[src/rv32_config.svh]
`ifndef RV32_CONFIG_SVH
`define RV32_CONFIG_SVH

`define RV32_XLEN              32
`define RV32_NUM_REGS          32

// Major opcodes
`define RV32_OPC_LUI           7'b0110111
`define RV32_OPC_AUIPC         7'b0010111
`define RV32_OPC_JAL           7'b1101111
`define RV32_OPC_JALR          7'b1100111
`define RV32_OPC_BRANCH        7'b1100011
`define RV32_OPC_LOAD          7'b0000011
`define RV32_OPC_STORE         7'b0100011
`define RV32_OPC_OP_IMM        7'b0010011
`define RV32_OPC_OP            7'b0110011
`define RV32_OPC_MISC_MEM      7'b0001111

// Wildcards for casez matching
`define RV32_F3_ANY            3'b???
`define RV32_F7_ANY            7'b???????

`define RV32_F3_JALR           3'b000

`define RV32_F3_BEQ            3'b000
`define RV32_F3_BNE            3'b001
`define RV32_F3_BLT            3'b100
`define RV32_F3_BGE            3'b101
`define RV32_F3_BLTU           3'b110
`define RV32_F3_BGEU           3'b111

`define RV32_F3_LB             3'b000
`define RV32_F3_LH             3'b001
`define RV32_F3_LW             3'b010
`define RV32_F3_LBU            3'b100
`define RV32_F3_LHU            3'b101

`define RV32_F3_SB             3'b000
`define RV32_F3_SH             3'b001
`define RV32_F3_SW             3'b010

// OP and OP-IMM share these
`define RV32_F3_ADD_SUB        3'b000
`define RV32_F3_SLL            3'b001
`define RV32_F3_SLT            3'b010
`define RV32_F3_SLTU           3'b011
`define RV32_F3_XOR            3'b100
`define RV32_F3_SRL_SRA        3'b101
`define RV32_F3_OR             3'b110
`define RV32_F3_AND            3'b111

`define RV32_F3_FENCE          3'b000
`define RV32_F3_FENCE_I        3'b001

`define RV32_F7_ZERO           7'b0000000
`define RV32_F7_ALT            7'b0100000

`define RV32_ALU_ADD_SUB       4'd0
`define RV32_ALU_XOR           4'd1
`define RV32_ALU_OR            4'd2
`define RV32_ALU_AND           4'd3
`define RV32_ALU_SLL           4'd4
`define RV32_ALU_SRL_SRA       4'd5
`define RV32_ALU_SLT           4'd6
`define RV32_ALU_SLTU          4'd7
`define RV32_ALU_SRC2          4'd8
`define RV32_ALU_SRC1P4        4'd9

// Same values as funct3[1:0] of loads and stores
`define RV32_MEM_BYTE          2'd0
`define RV32_MEM_HALF          2'd1
`define RV32_MEM_WORD          2'd2

`define RV32_BR_NEVER          2'd0
`define RV32_BR_ZERO           2'd1
`define RV32_BR_NON_ZERO       2'd2
`define RV32_BR_ALWAYS         2'd3

`define RV32_IMM_NONE          3'd0
`define RV32_IMM_I             3'd1
`define RV32_IMM_S             3'd2
`define RV32_IMM_B             3'd3
`define RV32_IMM_U             3'd4
`define RV32_IMM_J             3'd5
`define RV32_IMM_SHAMT         3'd6

// Operand and target selects
`define RV32_SRC1_REG          1'b0
`define RV32_SRC1_PC           1'b1
`define RV32_SRC2_REG          1'b0
`define RV32_SRC2_IMM          1'b1
`define RV32_PC_SRC_IMM        1'b0
`define RV32_PC_SRC_REG        1'b1

`endif

[src/rv32_isa_pkg.sv]
`include "rv32_config.svh"

package rv32_isa_pkg;

    // Data and address words
    typedef logic [`RV32_XLEN-1:0] word_t;

    // Register index, 5 bits for 32 registers
    typedef logic [$clog2(`RV32_NUM_REGS)-1:0] reg_addr_t;

    // Instruction word fields
    typedef logic [6:0] opcode_t;
    typedef logic [2:0] funct3_t;
    typedef logic [6:0] funct7_t;

    // Immediate format select, see RV32_IMM_* codes
    typedef logic [2:0] imm_fmt_t;

endpackage

[src/rv32_ctrl_pkg.sv]
package rv32_ctrl_pkg;

    import rv32_isa_pkg::*;

    // Encodings are the RV32_ALU_* codes
    typedef logic [3:0] alu_op_t;

    // Encodings are the RV32_MEM_* codes
    typedef logic [1:0] mem_width_t;

    // Encodings are the RV32_BR_* codes
    typedef logic [1:0] branch_op_t;

    // Control bundle handed to execute
    typedef struct packed {
        logic       valid;
        alu_op_t    alu_op;
        logic       alu_sub_sra;
        // 0 selects rs1, 1 the PC
        logic       alu_src1;
        // 0 selects rs2, 1 the immediate
        logic       alu_src2;
        logic       mem_read;
        logic       mem_write;
        mem_width_t mem_width;
        logic       mem_zero_extend;
        branch_op_t branch_op;
        // Target base, 0 is PC plus immediate, 1 is the register
        logic       branch_pc_src;
        logic       rd_write;
    } ctrl_t;

    // Writeback port into the register file
    typedef struct packed {
        reg_addr_t rd;
        logic      rd_write;
        word_t     rd_value;
    } wb_t;

endpackage

[src/rv32_regs.sv]
`timescale 1ns/1ns
`include "rv32_config.svh"

module rv32_regs (
    input  logic                    clk,
    input  logic                    rst_n_i,
    input  logic                    stall_i,
    input  rv32_isa_pkg::reg_addr_t rs1_i,
    input  rv32_isa_pkg::reg_addr_t rs2_i,
    input  rv32_ctrl_pkg::wb_t      wb_i,
    output rv32_isa_pkg::word_t     rs1_value_o,
    output rv32_isa_pkg::word_t     rs2_value_o
);
    import rv32_isa_pkg::*;

    word_t regs_q [`RV32_NUM_REGS];

    // x0 is hardwired, a write in the same cycle wins over the array
    function automatic word_t read_port(input reg_addr_t addr);
        if (addr == '0) begin
            return '0;
        end else if (wb_i.rd_write && (wb_i.rd == addr)) begin
            return wb_i.rd_value;
        end
        return regs_q[addr];
    endfunction

    // Writes go through even while the stage is stalled
    always_ff @(posedge clk) begin
        if (wb_i.rd_write && (wb_i.rd != '0)) begin
            regs_q[wb_i.rd] <= wb_i.rd_value;
        end
    end

    always_ff @(posedge clk or negedge rst_n_i) begin
        if (!rst_n_i) begin
            rs1_value_o <= '0;
            rs2_value_o <= '0;
        end else if (!stall_i) begin
            rs1_value_o <= read_port(rs1_i);
            rs2_value_o <= read_port(rs2_i);
        end
    end

endmodule

[src/rv32_imm_gen.sv]
`timescale 1ns/1ns
`include "rv32_config.svh"

module rv32_imm_gen (
    input  rv32_isa_pkg::word_t    instr_i,
    input  rv32_isa_pkg::imm_fmt_t imm_fmt_i,
    output rv32_isa_pkg::word_t    imm_o
);
    import rv32_isa_pkg::*;

    logic  sign;
    word_t imm_i;
    word_t imm_s;
    word_t imm_b;
    word_t imm_u;
    word_t imm_j;
    word_t imm_shamt;

    assign sign = instr_i[31];

    assign imm_i = {{21{sign}}, instr_i[30:20]};
    assign imm_s = {{21{sign}}, instr_i[30:25], instr_i[11:7]};
    assign imm_b = {{20{sign}}, instr_i[7], instr_i[30:25], instr_i[11:8], 1'b0};
    assign imm_u = {instr_i[31:12], 12'b0};
    assign imm_j = {{12{sign}}, instr_i[19:12], instr_i[20], instr_i[30:21], 1'b0};

    // Shift amount sits in the rs2 field
    assign imm_shamt = {27'b0, instr_i[24:20]};

    always_comb begin
        case (imm_fmt_i)
            `RV32_IMM_I:     imm_o = imm_i;
            `RV32_IMM_S:     imm_o = imm_s;
            `RV32_IMM_B:     imm_o = imm_b;
            `RV32_IMM_U:     imm_o = imm_u;
            `RV32_IMM_J:     imm_o = imm_j;
            `RV32_IMM_SHAMT: imm_o = imm_shamt;
            default:         imm_o = '0;
        endcase
    end

endmodule

[src/rv32_ctrl_decode.sv]
`timescale 1ns/1ns
`include "rv32_config.svh"

module rv32_ctrl_decode (
    input  rv32_isa_pkg::word_t    instr_i,
    output rv32_ctrl_pkg::ctrl_t   ctrl_o,
    output rv32_isa_pkg::imm_fmt_t imm_fmt_o
);
    import rv32_isa_pkg::*;
    import rv32_ctrl_pkg::*;

    opcode_t opcode;
    funct3_t funct3;
    funct7_t funct7;
    logic    is_cmp;
    logic    is_alt;

    // ALU operation shared by OP and OP-IMM
    function automatic alu_op_t alu_of_f3(input funct3_t f3);
        case (f3)
            `RV32_F3_ADD_SUB: return `RV32_ALU_ADD_SUB;
            `RV32_F3_SLL:     return `RV32_ALU_SLL;
            `RV32_F3_SLT:     return `RV32_ALU_SLT;
            `RV32_F3_SLTU:    return `RV32_ALU_SLTU;
            `RV32_F3_XOR:     return `RV32_ALU_XOR;
            `RV32_F3_SRL_SRA: return `RV32_ALU_SRL_SRA;
            `RV32_F3_OR:      return `RV32_ALU_OR;
            default:          return `RV32_ALU_AND;
        endcase
    endfunction

    assign opcode = instr_i[6:0];
    assign funct3 = instr_i[14:12];
    assign funct7 = instr_i[31:25];

    // Compares run the ALU as a subtraction
    assign is_cmp = (funct3 == `RV32_F3_SLT) || (funct3 == `RV32_F3_SLTU);
    assign is_alt = (funct7 == `RV32_F7_ALT);

    always_comb begin
        ctrl_o    = '0;
        imm_fmt_o = `RV32_IMM_NONE;

        casez ({opcode, funct3, funct7})
            {`RV32_OPC_LUI, `RV32_F3_ANY, `RV32_F7_ANY}: begin
                ctrl_o.valid    = 1'b1;
                ctrl_o.alu_op   = `RV32_ALU_SRC2;
                ctrl_o.alu_src2 = `RV32_SRC2_IMM;
                ctrl_o.rd_write = 1'b1;
                imm_fmt_o       = `RV32_IMM_U;
            end
            {`RV32_OPC_AUIPC, `RV32_F3_ANY, `RV32_F7_ANY}: begin
                ctrl_o.valid    = 1'b1;
                ctrl_o.alu_op   = `RV32_ALU_ADD_SUB;
                ctrl_o.alu_src1 = `RV32_SRC1_PC;
                ctrl_o.alu_src2 = `RV32_SRC2_IMM;
                ctrl_o.rd_write = 1'b1;
                imm_fmt_o       = `RV32_IMM_U;
            end
            // Jumps write PC plus 4 to rd
            {`RV32_OPC_JAL, `RV32_F3_ANY, `RV32_F7_ANY},
            {`RV32_OPC_JALR, `RV32_F3_JALR, `RV32_F7_ANY}: begin
                ctrl_o.valid     = 1'b1;
                ctrl_o.alu_op    = `RV32_ALU_SRC1P4;
                ctrl_o.alu_src1  = `RV32_SRC1_PC;
                ctrl_o.branch_op = `RV32_BR_ALWAYS;
                ctrl_o.rd_write  = 1'b1;
                if (opcode == `RV32_OPC_JALR) begin
                    ctrl_o.branch_pc_src = `RV32_PC_SRC_REG;
                    imm_fmt_o            = `RV32_IMM_I;
                end else begin
                    ctrl_o.branch_pc_src = `RV32_PC_SRC_IMM;
                    imm_fmt_o            = `RV32_IMM_J;
                end
            end
            {`RV32_OPC_BRANCH, `RV32_F3_BEQ, `RV32_F7_ANY},
            {`RV32_OPC_BRANCH, `RV32_F3_BNE, `RV32_F7_ANY},
            {`RV32_OPC_BRANCH, `RV32_F3_BLT, `RV32_F7_ANY},
            {`RV32_OPC_BRANCH, `RV32_F3_BGE, `RV32_F7_ANY},
            {`RV32_OPC_BRANCH, `RV32_F3_BLTU, `RV32_F7_ANY},
            {`RV32_OPC_BRANCH, `RV32_F3_BGEU, `RV32_F7_ANY}: begin
                ctrl_o.valid       = 1'b1;
                ctrl_o.alu_sub_sra = 1'b1;
                ctrl_o.alu_src1    = `RV32_SRC1_REG;
                ctrl_o.alu_src2    = `RV32_SRC2_REG;
                case (funct3[2:1])
                    2'b00:   ctrl_o.alu_op = `RV32_ALU_ADD_SUB;
                    2'b10:   ctrl_o.alu_op = `RV32_ALU_SLT;
                    default: ctrl_o.alu_op = `RV32_ALU_SLTU;
                endcase
                // BNE, BLT and BLTU take the branch on a nonzero result
                ctrl_o.branch_op     = (funct3[0] ^ funct3[2]) ? `RV32_BR_NON_ZERO
                                                               : `RV32_BR_ZERO;
                ctrl_o.branch_pc_src = `RV32_PC_SRC_IMM;
                imm_fmt_o            = `RV32_IMM_B;
            end
            {`RV32_OPC_LOAD, `RV32_F3_LB, `RV32_F7_ANY},
            {`RV32_OPC_LOAD, `RV32_F3_LH, `RV32_F7_ANY},
            {`RV32_OPC_LOAD, `RV32_F3_LW, `RV32_F7_ANY},
            {`RV32_OPC_LOAD, `RV32_F3_LBU, `RV32_F7_ANY},
            {`RV32_OPC_LOAD, `RV32_F3_LHU, `RV32_F7_ANY}: begin
                ctrl_o.valid           = 1'b1;
                ctrl_o.alu_op          = `RV32_ALU_ADD_SUB;
                ctrl_o.alu_src2        = `RV32_SRC2_IMM;
                ctrl_o.mem_read        = 1'b1;
                ctrl_o.mem_width       = mem_width_t'(funct3[1:0]);
                ctrl_o.mem_zero_extend = funct3[2];
                ctrl_o.rd_write        = 1'b1;
                imm_fmt_o              = `RV32_IMM_I;
            end
            {`RV32_OPC_STORE, `RV32_F3_SB, `RV32_F7_ANY},
            {`RV32_OPC_STORE, `RV32_F3_SH, `RV32_F7_ANY},
            {`RV32_OPC_STORE, `RV32_F3_SW, `RV32_F7_ANY}: begin
                ctrl_o.valid     = 1'b1;
                ctrl_o.alu_op    = `RV32_ALU_ADD_SUB;
                ctrl_o.alu_src2  = `RV32_SRC2_IMM;
                ctrl_o.mem_write = 1'b1;
                ctrl_o.mem_width = mem_width_t'(funct3[1:0]);
                imm_fmt_o        = `RV32_IMM_S;
            end
            {`RV32_OPC_OP_IMM, `RV32_F3_ADD_SUB, `RV32_F7_ANY},
            {`RV32_OPC_OP_IMM, `RV32_F3_SLT, `RV32_F7_ANY},
            {`RV32_OPC_OP_IMM, `RV32_F3_SLTU, `RV32_F7_ANY},
            {`RV32_OPC_OP_IMM, `RV32_F3_XOR, `RV32_F7_ANY},
            {`RV32_OPC_OP_IMM, `RV32_F3_OR, `RV32_F7_ANY},
            {`RV32_OPC_OP_IMM, `RV32_F3_AND, `RV32_F7_ANY},
            {`RV32_OPC_OP_IMM, `RV32_F3_SLL, `RV32_F7_ZERO},
            {`RV32_OPC_OP_IMM, `RV32_F3_SRL_SRA, `RV32_F7_ZERO},
            {`RV32_OPC_OP_IMM, `RV32_F3_SRL_SRA, `RV32_F7_ALT}: begin
                ctrl_o.valid       = 1'b1;
                ctrl_o.alu_op      = alu_of_f3(funct3);
                // funct7 only means SRAI here, for ADDI it is immediate bits
                ctrl_o.alu_sub_sra = is_cmp || (is_alt && (funct3 == `RV32_F3_SRL_SRA));
                ctrl_o.alu_src2    = `RV32_SRC2_IMM;
                ctrl_o.rd_write    = 1'b1;
                if ((funct3 == `RV32_F3_SLL) || (funct3 == `RV32_F3_SRL_SRA)) begin
                    imm_fmt_o = `RV32_IMM_SHAMT;
                end else begin
                    imm_fmt_o = `RV32_IMM_I;
                end
            end
            {`RV32_OPC_OP, `RV32_F3_ADD_SUB, `RV32_F7_ZERO},
            {`RV32_OPC_OP, `RV32_F3_ADD_SUB, `RV32_F7_ALT},
            {`RV32_OPC_OP, `RV32_F3_SLL, `RV32_F7_ZERO},
            {`RV32_OPC_OP, `RV32_F3_SLT, `RV32_F7_ZERO},
            {`RV32_OPC_OP, `RV32_F3_SLTU, `RV32_F7_ZERO},
            {`RV32_OPC_OP, `RV32_F3_XOR, `RV32_F7_ZERO},
            {`RV32_OPC_OP, `RV32_F3_SRL_SRA, `RV32_F7_ZERO},
            {`RV32_OPC_OP, `RV32_F3_SRL_SRA, `RV32_F7_ALT},
            {`RV32_OPC_OP, `RV32_F3_OR, `RV32_F7_ZERO},
            {`RV32_OPC_OP, `RV32_F3_AND, `RV32_F7_ZERO}: begin
                ctrl_o.valid       = 1'b1;
                ctrl_o.alu_op      = alu_of_f3(funct3);
                ctrl_o.alu_sub_sra = is_cmp || is_alt;
                ctrl_o.alu_src2    = `RV32_SRC2_REG;
                ctrl_o.rd_write    = 1'b1;
            end
            // Nothing to do for fences in an in-order pipeline
            {`RV32_OPC_MISC_MEM, `RV32_F3_FENCE, `RV32_F7_ANY},
            {`RV32_OPC_MISC_MEM, `RV32_F3_FENCE_I, `RV32_F7_ANY}: begin
                ctrl_o.valid = 1'b1;
            end
            default: begin
                ctrl_o    = '0;
                imm_fmt_o = `RV32_IMM_NONE;
            end
        endcase
    end

endmodule

[src/rv32_decode.sv]
`timescale 1ns/1ns
`include "rv32_config.svh"

module rv32_decode (
    input  logic                    clk,
    input  logic                    rst_n_i,
    input  logic                    stall_i,
    input  logic                    flush_i,
    input  rv32_isa_pkg::word_t     pc_i,
    input  rv32_isa_pkg::word_t     instr_i,
    input  rv32_ctrl_pkg::wb_t      wb_i,
    output rv32_isa_pkg::reg_addr_t rs1_unreg_o,
    output rv32_isa_pkg::reg_addr_t rs2_unreg_o,
    output rv32_ctrl_pkg::ctrl_t    ctrl_o,
    output rv32_isa_pkg::reg_addr_t rs1_o,
    output rv32_isa_pkg::reg_addr_t rs2_o,
    output rv32_isa_pkg::reg_addr_t rd_o,
    output rv32_isa_pkg::word_t     pc_o,
    output rv32_isa_pkg::word_t     imm_o,
    output rv32_isa_pkg::word_t     rs1_value_o,
    output rv32_isa_pkg::word_t     rs2_value_o
);
    import rv32_isa_pkg::*;
    import rv32_ctrl_pkg::*;

    reg_addr_t rs1;
    reg_addr_t rs2;
    reg_addr_t rd;
    ctrl_t     dec_ctrl;
    ctrl_t     cap_ctrl;
    imm_fmt_t  imm_fmt;
    word_t     imm;

    assign rs1 = instr_i[19:15];
    assign rs2 = instr_i[24:20];
    assign rd  = instr_i[11:7];

    // Hazard unit sees the fields before the pipeline register
    assign rs1_unreg_o = rs1;
    assign rs2_unreg_o = rs2;

    rv32_ctrl_decode u_ctrl_decode (
        .instr_i   (instr_i),
        .ctrl_o    (dec_ctrl),
        .imm_fmt_o (imm_fmt)
    );

    rv32_imm_gen u_imm_gen (
        .instr_i   (instr_i),
        .imm_fmt_i (imm_fmt),
        .imm_o     (imm)
    );

    rv32_regs u_regs (
        .clk         (clk),
        .rst_n_i     (rst_n_i),
        .stall_i     (stall_i),
        .rs1_i       (rs1),
        .rs2_i       (rs2),
        .wb_i        (wb_i),
        .rs1_value_o (rs1_value_o),
        .rs2_value_o (rs2_value_o)
    );

    // Flush kills side effects but keeps the decoded valid bit
    always_comb begin
        cap_ctrl = dec_ctrl;
        if (flush_i) begin
            cap_ctrl.mem_read  = 1'b0;
            cap_ctrl.mem_write = 1'b0;
            cap_ctrl.rd_write  = 1'b0;
            cap_ctrl.branch_op = `RV32_BR_NEVER;
        end
    end

    always_ff @(posedge clk or negedge rst_n_i) begin
        if (!rst_n_i) begin
            ctrl_o <= '0;
            rs1_o  <= '0;
            rs2_o  <= '0;
            rd_o   <= '0;
            pc_o   <= '0;
            imm_o  <= '0;
        end else if (!stall_i) begin
            ctrl_o <= cap_ctrl;
            rs1_o  <= rs1;
            rs2_o  <= rs2;
            rd_o   <= rd;
            pc_o   <= pc_i;
            imm_o  <= imm;
        end
    end

endmodule

[config.mk]
export PLATFORM = sky130hd
export DESIGN_NAME = rv32_decode
export DESIGN_NICKNAME = d
export VERILOG_FILES = /design/src/rv32_isa_pkg.sv /design/src/rv32_ctrl_pkg.sv /design/src/rv32_regs.sv /design/src/rv32_imm_gen.sv /design/src/rv32_ctrl_decode.sv /design/src/rv32_decode.sv
export VERILOG_INCLUDE_DIRS = /design/src
export SDC_FILE = /design/constraint.sdc
export NUM_CORES = 2
export LEC_CHECK = 0
export CAP_MARGIN = 5
export CORE_AREA = 2 2 321 323
export CTS_BUF_LIST = sky130_fd_sc_hd__clkbuf_4
export CTS_CLUSTER_SIZE = 40
export DETAILED_ROUTE_END_ITERATION = 7
export DIE_AREA = 0 0 323 325
export DONT_BUFFER_PORTS = 1
export PLACE_DENSITY = 0.74
export SYNTH_ARGS = -nofsm -noshare
export SYNTH_HDL_FRONTEND = slang
export SYNTH_SLANG_ARGS = --single-unit
[constraint.sdc]
create_clock -name clk -period 1.7 [get_ports clk]
set_input_delay 0.34 -clock clk [delete_from_list [all_inputs] [get_ports clk]]
set_output_delay 0.34 -clock clk [all_outputs]
set_load 0.005 [all_outputs]
### Yosys cells after proc, flatten, opt, wreduce, memory -nomap -nowiden

Memories as Yosys holds them, arrays and structs flattened.
Index checks and enable logic that the tools add are counted.

| operators by class | value |
|---|---|
| reductions and logical operators | 26 |
| eq/ne operators | 56 |
| bitwise operators | 1 |
| muxes and demuxes | 36 |

Operator list:

| kind | number |
|---|---|
| two-way mux 32 bit | 6 |
| one-hot mux 32 bit (6 select lines) | 1 |
| == test 17 x 16 -> 1 bit, second input constant | 10 |
| == test 10 bit, second input constant | 7 |
| == test 10 x 8 -> 1 bit, second input constant | 6 |
| == test 17 x 15 -> 1 bit, second input constant | 3 |
| == test 10 x 5 -> 1 bit, second input constant | 5 |
| OR reduction 39 bit | 1 |
| OR reduction 19 bit | 2 |
| == test 10 x 9 -> 1 bit, second input constant | 3 |
| OR reduction 28 bit | 1 |
| one-hot mux 3 bit (7 select lines) | 1 |
| == test 10 x 7 -> 1 bit, second input constant | 2 |
| == test 3 bit, second input constant | 6 |
| one-hot mux 3 bit (6 select lines) | 1 |
| two-way mux 1 bit | 17 |
| one-hot mux 4 bit (4 select lines) | 1 |
| == test 7 x 6 -> 1 bit, second input constant | 2 |
| == test 7 bit, second input constant | 2 |
| == test 3 x 2 -> 1 bit, second input constant | 4 |
| one-hot mux 3 bit (2 select lines) | 2 |
| == test 5 bit | 2 |
| zero test 5 bit | 2 |
| OR reduction 10 bit | 1 |
| 18 further kinds | 31 |

| storage, ports and cells | value |
|---|---|
| bits in writable memories | 1,024 |
| word-level logic and storage cells | 139 |
| memories kept | 1 |
| output and inout port bits | 170 |
| register bits | 160 |
| input port bits | 106 |

Memory list:

| name | words | width | read ports | clocked after memory_dff | write ports | RTL line | source |
|---|---|---|---|---|---|---|---|
| u_regs.regs_q | 32 | 32 | 2 | 0 | 1 | rv32_regs.sv:16 | `` word_t regs_q [`RV32_NUM_REGS]; `` |

### Longest topological paths before layout

| logic depth | value |
|---|---|
| depth after elaboration | 6 |
| mapped depth | 10 |
| depth with buffers taken out | 5 |

### Cells and area by module

Synthesis repeated with hierarchy kept, for this count alone.

| second synthesis, totals | value |
|---|---|
| cell total of the unflattened synthesis | 2,935 |
| area, all modules | 55,176.7 um^2 |

By module, submodules not included:

| module | area an instance (um^2) | instances | sequential area each (um^2) | cells each |
|---|---|---|---|---|
| rv32_regs | 50,244.4 | 1 | 32,351.0 | 2,576 |
| rv32_decode | 4,062.6 | 1 | 2,402.3 | 222 |
| rv32_ctrl_decode | 450.4 | 1 | 0.0 | 70 |
| rv32_imm_gen | 419.2 | 1 | 0.0 | 67 |

### Least setup slack after synthesis

No wires, ideal clock.

| timing | value |
|---|---|
| path type | input to register |
| start point | in wb_i[36] in the netlist's numbering |
| end point | mem u_regs.regs_q[24][0] in the netlist's numbering (enable) |
| slack | -1.014 ns |
| required time | 1.279 ns |
| stages | 4 |
| path buffers | 1 |
| data arrival time | 2.293 ns |
| library setup time | 0.421 ns |
| path through | clkbuf_1 nor2b_1 nand3_1 nor2_1 |

| on the way | value |
|---|---|
| word-level cells in the longest chain between the ends | 4 |

Ends and longest elaborated chain:

| item | RTL line | source |
|---|---|---|
| start, declared | rv32_decode.sv:11 | `input rv32_ctrl_pkg::wb_t wb_i,` |
| nonzero test 5 bit | rv32_regs.sv:30 | `if (wb_i.rd_write && (wb_i.rd != '0)) begin` |
| logical AND 1 bit | rv32_regs.sv:30 |  |
| two-way mux 1 bit | rv32_regs.sv:30 |  |
| two-way mux 1 bit (not written as such) | rv32_regs.sv:31 | `regs_q[wb_i.rd] <= wb_i.rd_value;` |
| end, declared | rv32_regs.sv:16 |  |

Parallel ways exist; a longest one is shown, timed or not.

### Worst setup path in the final report

| timing | value |
|---|---|
| start point | reg u_regs.rs2_value_o[31] |
| end point | out rs2_value_o[31] |

RTL lines:

| item | RTL line | source |
|---|---|---|
| start, declared | rv32_regs.sv:12 | `output rv32_isa_pkg::word_t rs2_value_o` |
| start signal, assigned | rv32_regs.sv:41 | `rs2_value_o <= read_port(rs2_i);` |
| end, declared | rv32_decode.sv:21 | `output rv32_isa_pkg::word_t rs2_value_o` |

No word-level cell between the ends.

==> impl_metrics.py <==
metrics = {
    "run_status": {
        "status": "complete, but fails checks",
        "violations": "DRC, hold timing, slew limit, setup timing",
    },
    "timing": {
        "fin_hold_ws_ps": -1156,
        "slew_headroom": -0.03169,
        "finalCriticalPeriod_ps": 2033,
        "finalWorstSetupSlack_ps": -333.5,
        "tightest_slew_ps": 1548,
        "finalCritPeriodShare": 1.196,
        "clock_skew_ps": 70.16,
        "setup_violations": 205,
        "rsz0062_at_grt": "true",
        "drv_slew": 51,
        "finalHoldViolations": 268,
        "max_freq_ghz": 0.4918,
    },
    "synth": {
        "synth_ff_type": "edfxtp_1",
        "ys_types": 69,
        "synthArstFlopShare": 0.1351,
        "ys_ff_latch": 1184,
        "synth_area_sq_um": 54540,
        "yosysWarnings": 0,
        "syn_avg_cell_area_sq_um": 16.20,
        "yosys-top-cells-count": "edfxtp_1, mux2i_1, mux4_2",
        "yosysMostFrequentCell": "edfxtp_1",
        "synth_top_area_frac": 0.5638,
        "ys_seq_area_frac": 0.6373,
        "netlist_top_cells_area": "edfxtp_1, mux4_2, dfrtp_1, mux2i_1, mux2_2",
        "syn_inst": 3367,
        "synth_enable_flop_cells": 1024,
        "yosys.area.top_type": "edfxtp_1",
    },
    "placed_design": {
        "placed_area_sq_um": 58640,
        "port_buffers": 0,
        "hpwl_mm": 102.0,
        "pre_cts_slack_ps": -599.4,
        "gp_congestion": 0.8955,
    },
    "detailed_routing": {
        "drt-initial-drc-count": 5834,
        "vias_per_cell": 6.978,
        "routed_wl_mm": 185.3,
        "post-route-drc-count": 2,
        "avgRoutedWirePerCell_um": 33.22,
        "detail-route-antenna-nets": 0,
        "drt_first_pass_iters": 8,
        "vias": 38907,
    },
    "run": {
        "drv_cap": 0,
    },
    "grt": {
        "gr-total-overflow": 0,
        "grt.total_usage": 0.3416,
        "grt_pass1_vias": 38456,
        "antenna_found_initial": 21,
        "grt_pass1_wl_mm": 256.9,
        "grt_start_max_net_pins": 403,
    },
    "die": {
        "rows": 117,
        "io_pins": 276,
        "initial_utilization": 0.5384,
        "die_height_um": 325,
        "die-width_um": 323,
        "placeableCoreArea_sq_um": 101300,
        "die_area_sq_um": 105000,
    },
    "clock_tree": {
        "clockBufferDepth": 4,
        "cts_tree": "built",
        "insertion_delay_ps": 1200,
        "clkTransAtPathRegs_ps": 100,
        "numCtsBuffers": 306,
        "clock-sinks": 1184,
        "htree_num_levels": 5,
        "cts-root-buf": "clkbuf_4",
    },
    "power": {
        "leakagePower_nw": 23.15,
        "ir_drop_v": 0.0007525,
        "p_per_area_nw_per_um2": 959.4,
    },
    "finish": {
        "fin_area_sq_um": 66050,
        "area_delta_synth_final_pct": 21.12,
        "fin_nets": 4073,
        "drive_gt1_frac": 0.3294,
    },
    "worst_hold_path": {
        "hold_class": "in -> async",
    },
    "setup_path": {
        "crit_fanout": 2,
        "path_class": "reg -> out",
        "end_kind": "output pin",
        "cp.arrival_ps": 1690,
        "cp-start-kind": "register",
        "required_ps": 1360,
    },
}
layout by cell type (no fill, tap or decap), drive strengths merged, types with 22 or more instances in the layout:
| master | instances |
|---|---|
| conb | 32 |
| nor3 | 29 |
| mux2 | 133 |
| a21oi | 42 |
| nor4 | 37 |
| clkinv | 81 |
| dfrtp | 160 |
| edfxtp | 1024 |
| dlygate4sd3 | 218 |
| a211oi | 41 |
| clkbuf | 445 |
| nand2 | 141 |
| nand3 | 75 |
| a22o | 48 |
| nor2 | 75 |
| mux4 | 275 |
| buf | 293 |
| o22ai | 75 |
| a221o | 38 |
| o21ai | 120 |
| a31oi | 22 |
| mux2i | 354 |
| a22oi | 179 |
| nor2b | 46 |
per-layer routing:
metal	global-route usage	part of all wire
met5	0	0.00073
met4	0.1684	0.057
met3	0.1312	0.16
met2	0.5137	0.45
met1	0.4350	0.33
power breakdown:
part / total (mW) / switching, mW / leakage (nW) / internal, mW
logic: 5.90 / 3.06 / 9.67 / 2.84
registers: 33.2 / 0.798 / 11.2 / 32.4
clock network: 24.3 / 11.8 / 2.27 / 12.5
layout make-up:
class	count	area, sq um
repair buffers	535	6228
flip-flops and latches	1184	34820
clock buffers	441	3311
multi-input cells	1932	19440
diodes	16	40.04
fillers	6827	35250
inverters	8	30.03
clock inverters	92	471.7
well taps	1368	1712
logic make-up (layout without fill, tap and decap cells):
family	after synthesis	in the layout	share of synthesized area
buf+inv	282	1076	0.02574
mux	762	762	0.2060
other cells	1	48	0.00006876
flops	1184	1184	0.6373
simple gates	462	462	0.04173
compound gates	665	665	0.08743
xor+xnor	11	11	0.001767
worst reg2reg max path, stage by stage (launching register included):
cell	delay [ps]
edfxtp_1	420
mux4_2	500
a22o_1	240
a221oi_2	230
a31oi_1	130
a221o_1	270
final timing paths:
| path | startpoint | end | slack (ps) | cells past startpoint |
|---|---|---|---|---|
| worst min-delay path | rst_n_i | ctrl_o[15] | -1160 | 0 |
| worst max register to register | u_regs.regs_q[22][24] | u_regs.rs1_value_o[24] | -200 | 5 |
| worst max-delay path | u_regs.rs2_value_o[31] | rs2_value_o[31] | -330 | 0 |
| max in group asynchronous | rst_n_i | u_regs.rs1_value_o[0] | 2320 | 0 |
| min in group clk | stall_i | ctrl_o[0] | -580 | 1 |
| worst min register to register | ctrl_o[0] | ctrl_o[0] | 540 | 2 |
state kept, by name, indices dropped and copies added, names as in the netlist:
register            count
rd_o                    5
imm_o                  32
u_regs.rs1_value_o     32
u_regs.rs2_value_o     32
rs1_o                   5
rs2_o                   5
pc_o                   32
ctrl_o                 17
u_regs.regs_q        1024
stage by stage:
step	utilization	hold slack (ps)	setup TNS, ps	power, mW	instances
global route	0.6519	-1221	-53190	65.23	5570
detailed placement	0.5789	49.39	-35790	37.79	4752
global placement	0.5787	48.40	-34890	37.69	4751
CTS	0.6454	-1236	-59240	62.60	5542
finish	0.6520	-1156	-41340	63.37	5576
floorplan	-	44.41	-119280	36.70	3398
timing repair:
action / CTS / global route
setup buffers: 17 / 7
setup endpoints to repair: 203 / 318
endpoints found under the hold margin: 2336 / 315
hold buffers: 243 / 7
resized for setup: 87 / 93
cloned: 0 / 4
pin swaps: 59 / 32
Power figures use the tool's default switching activity.
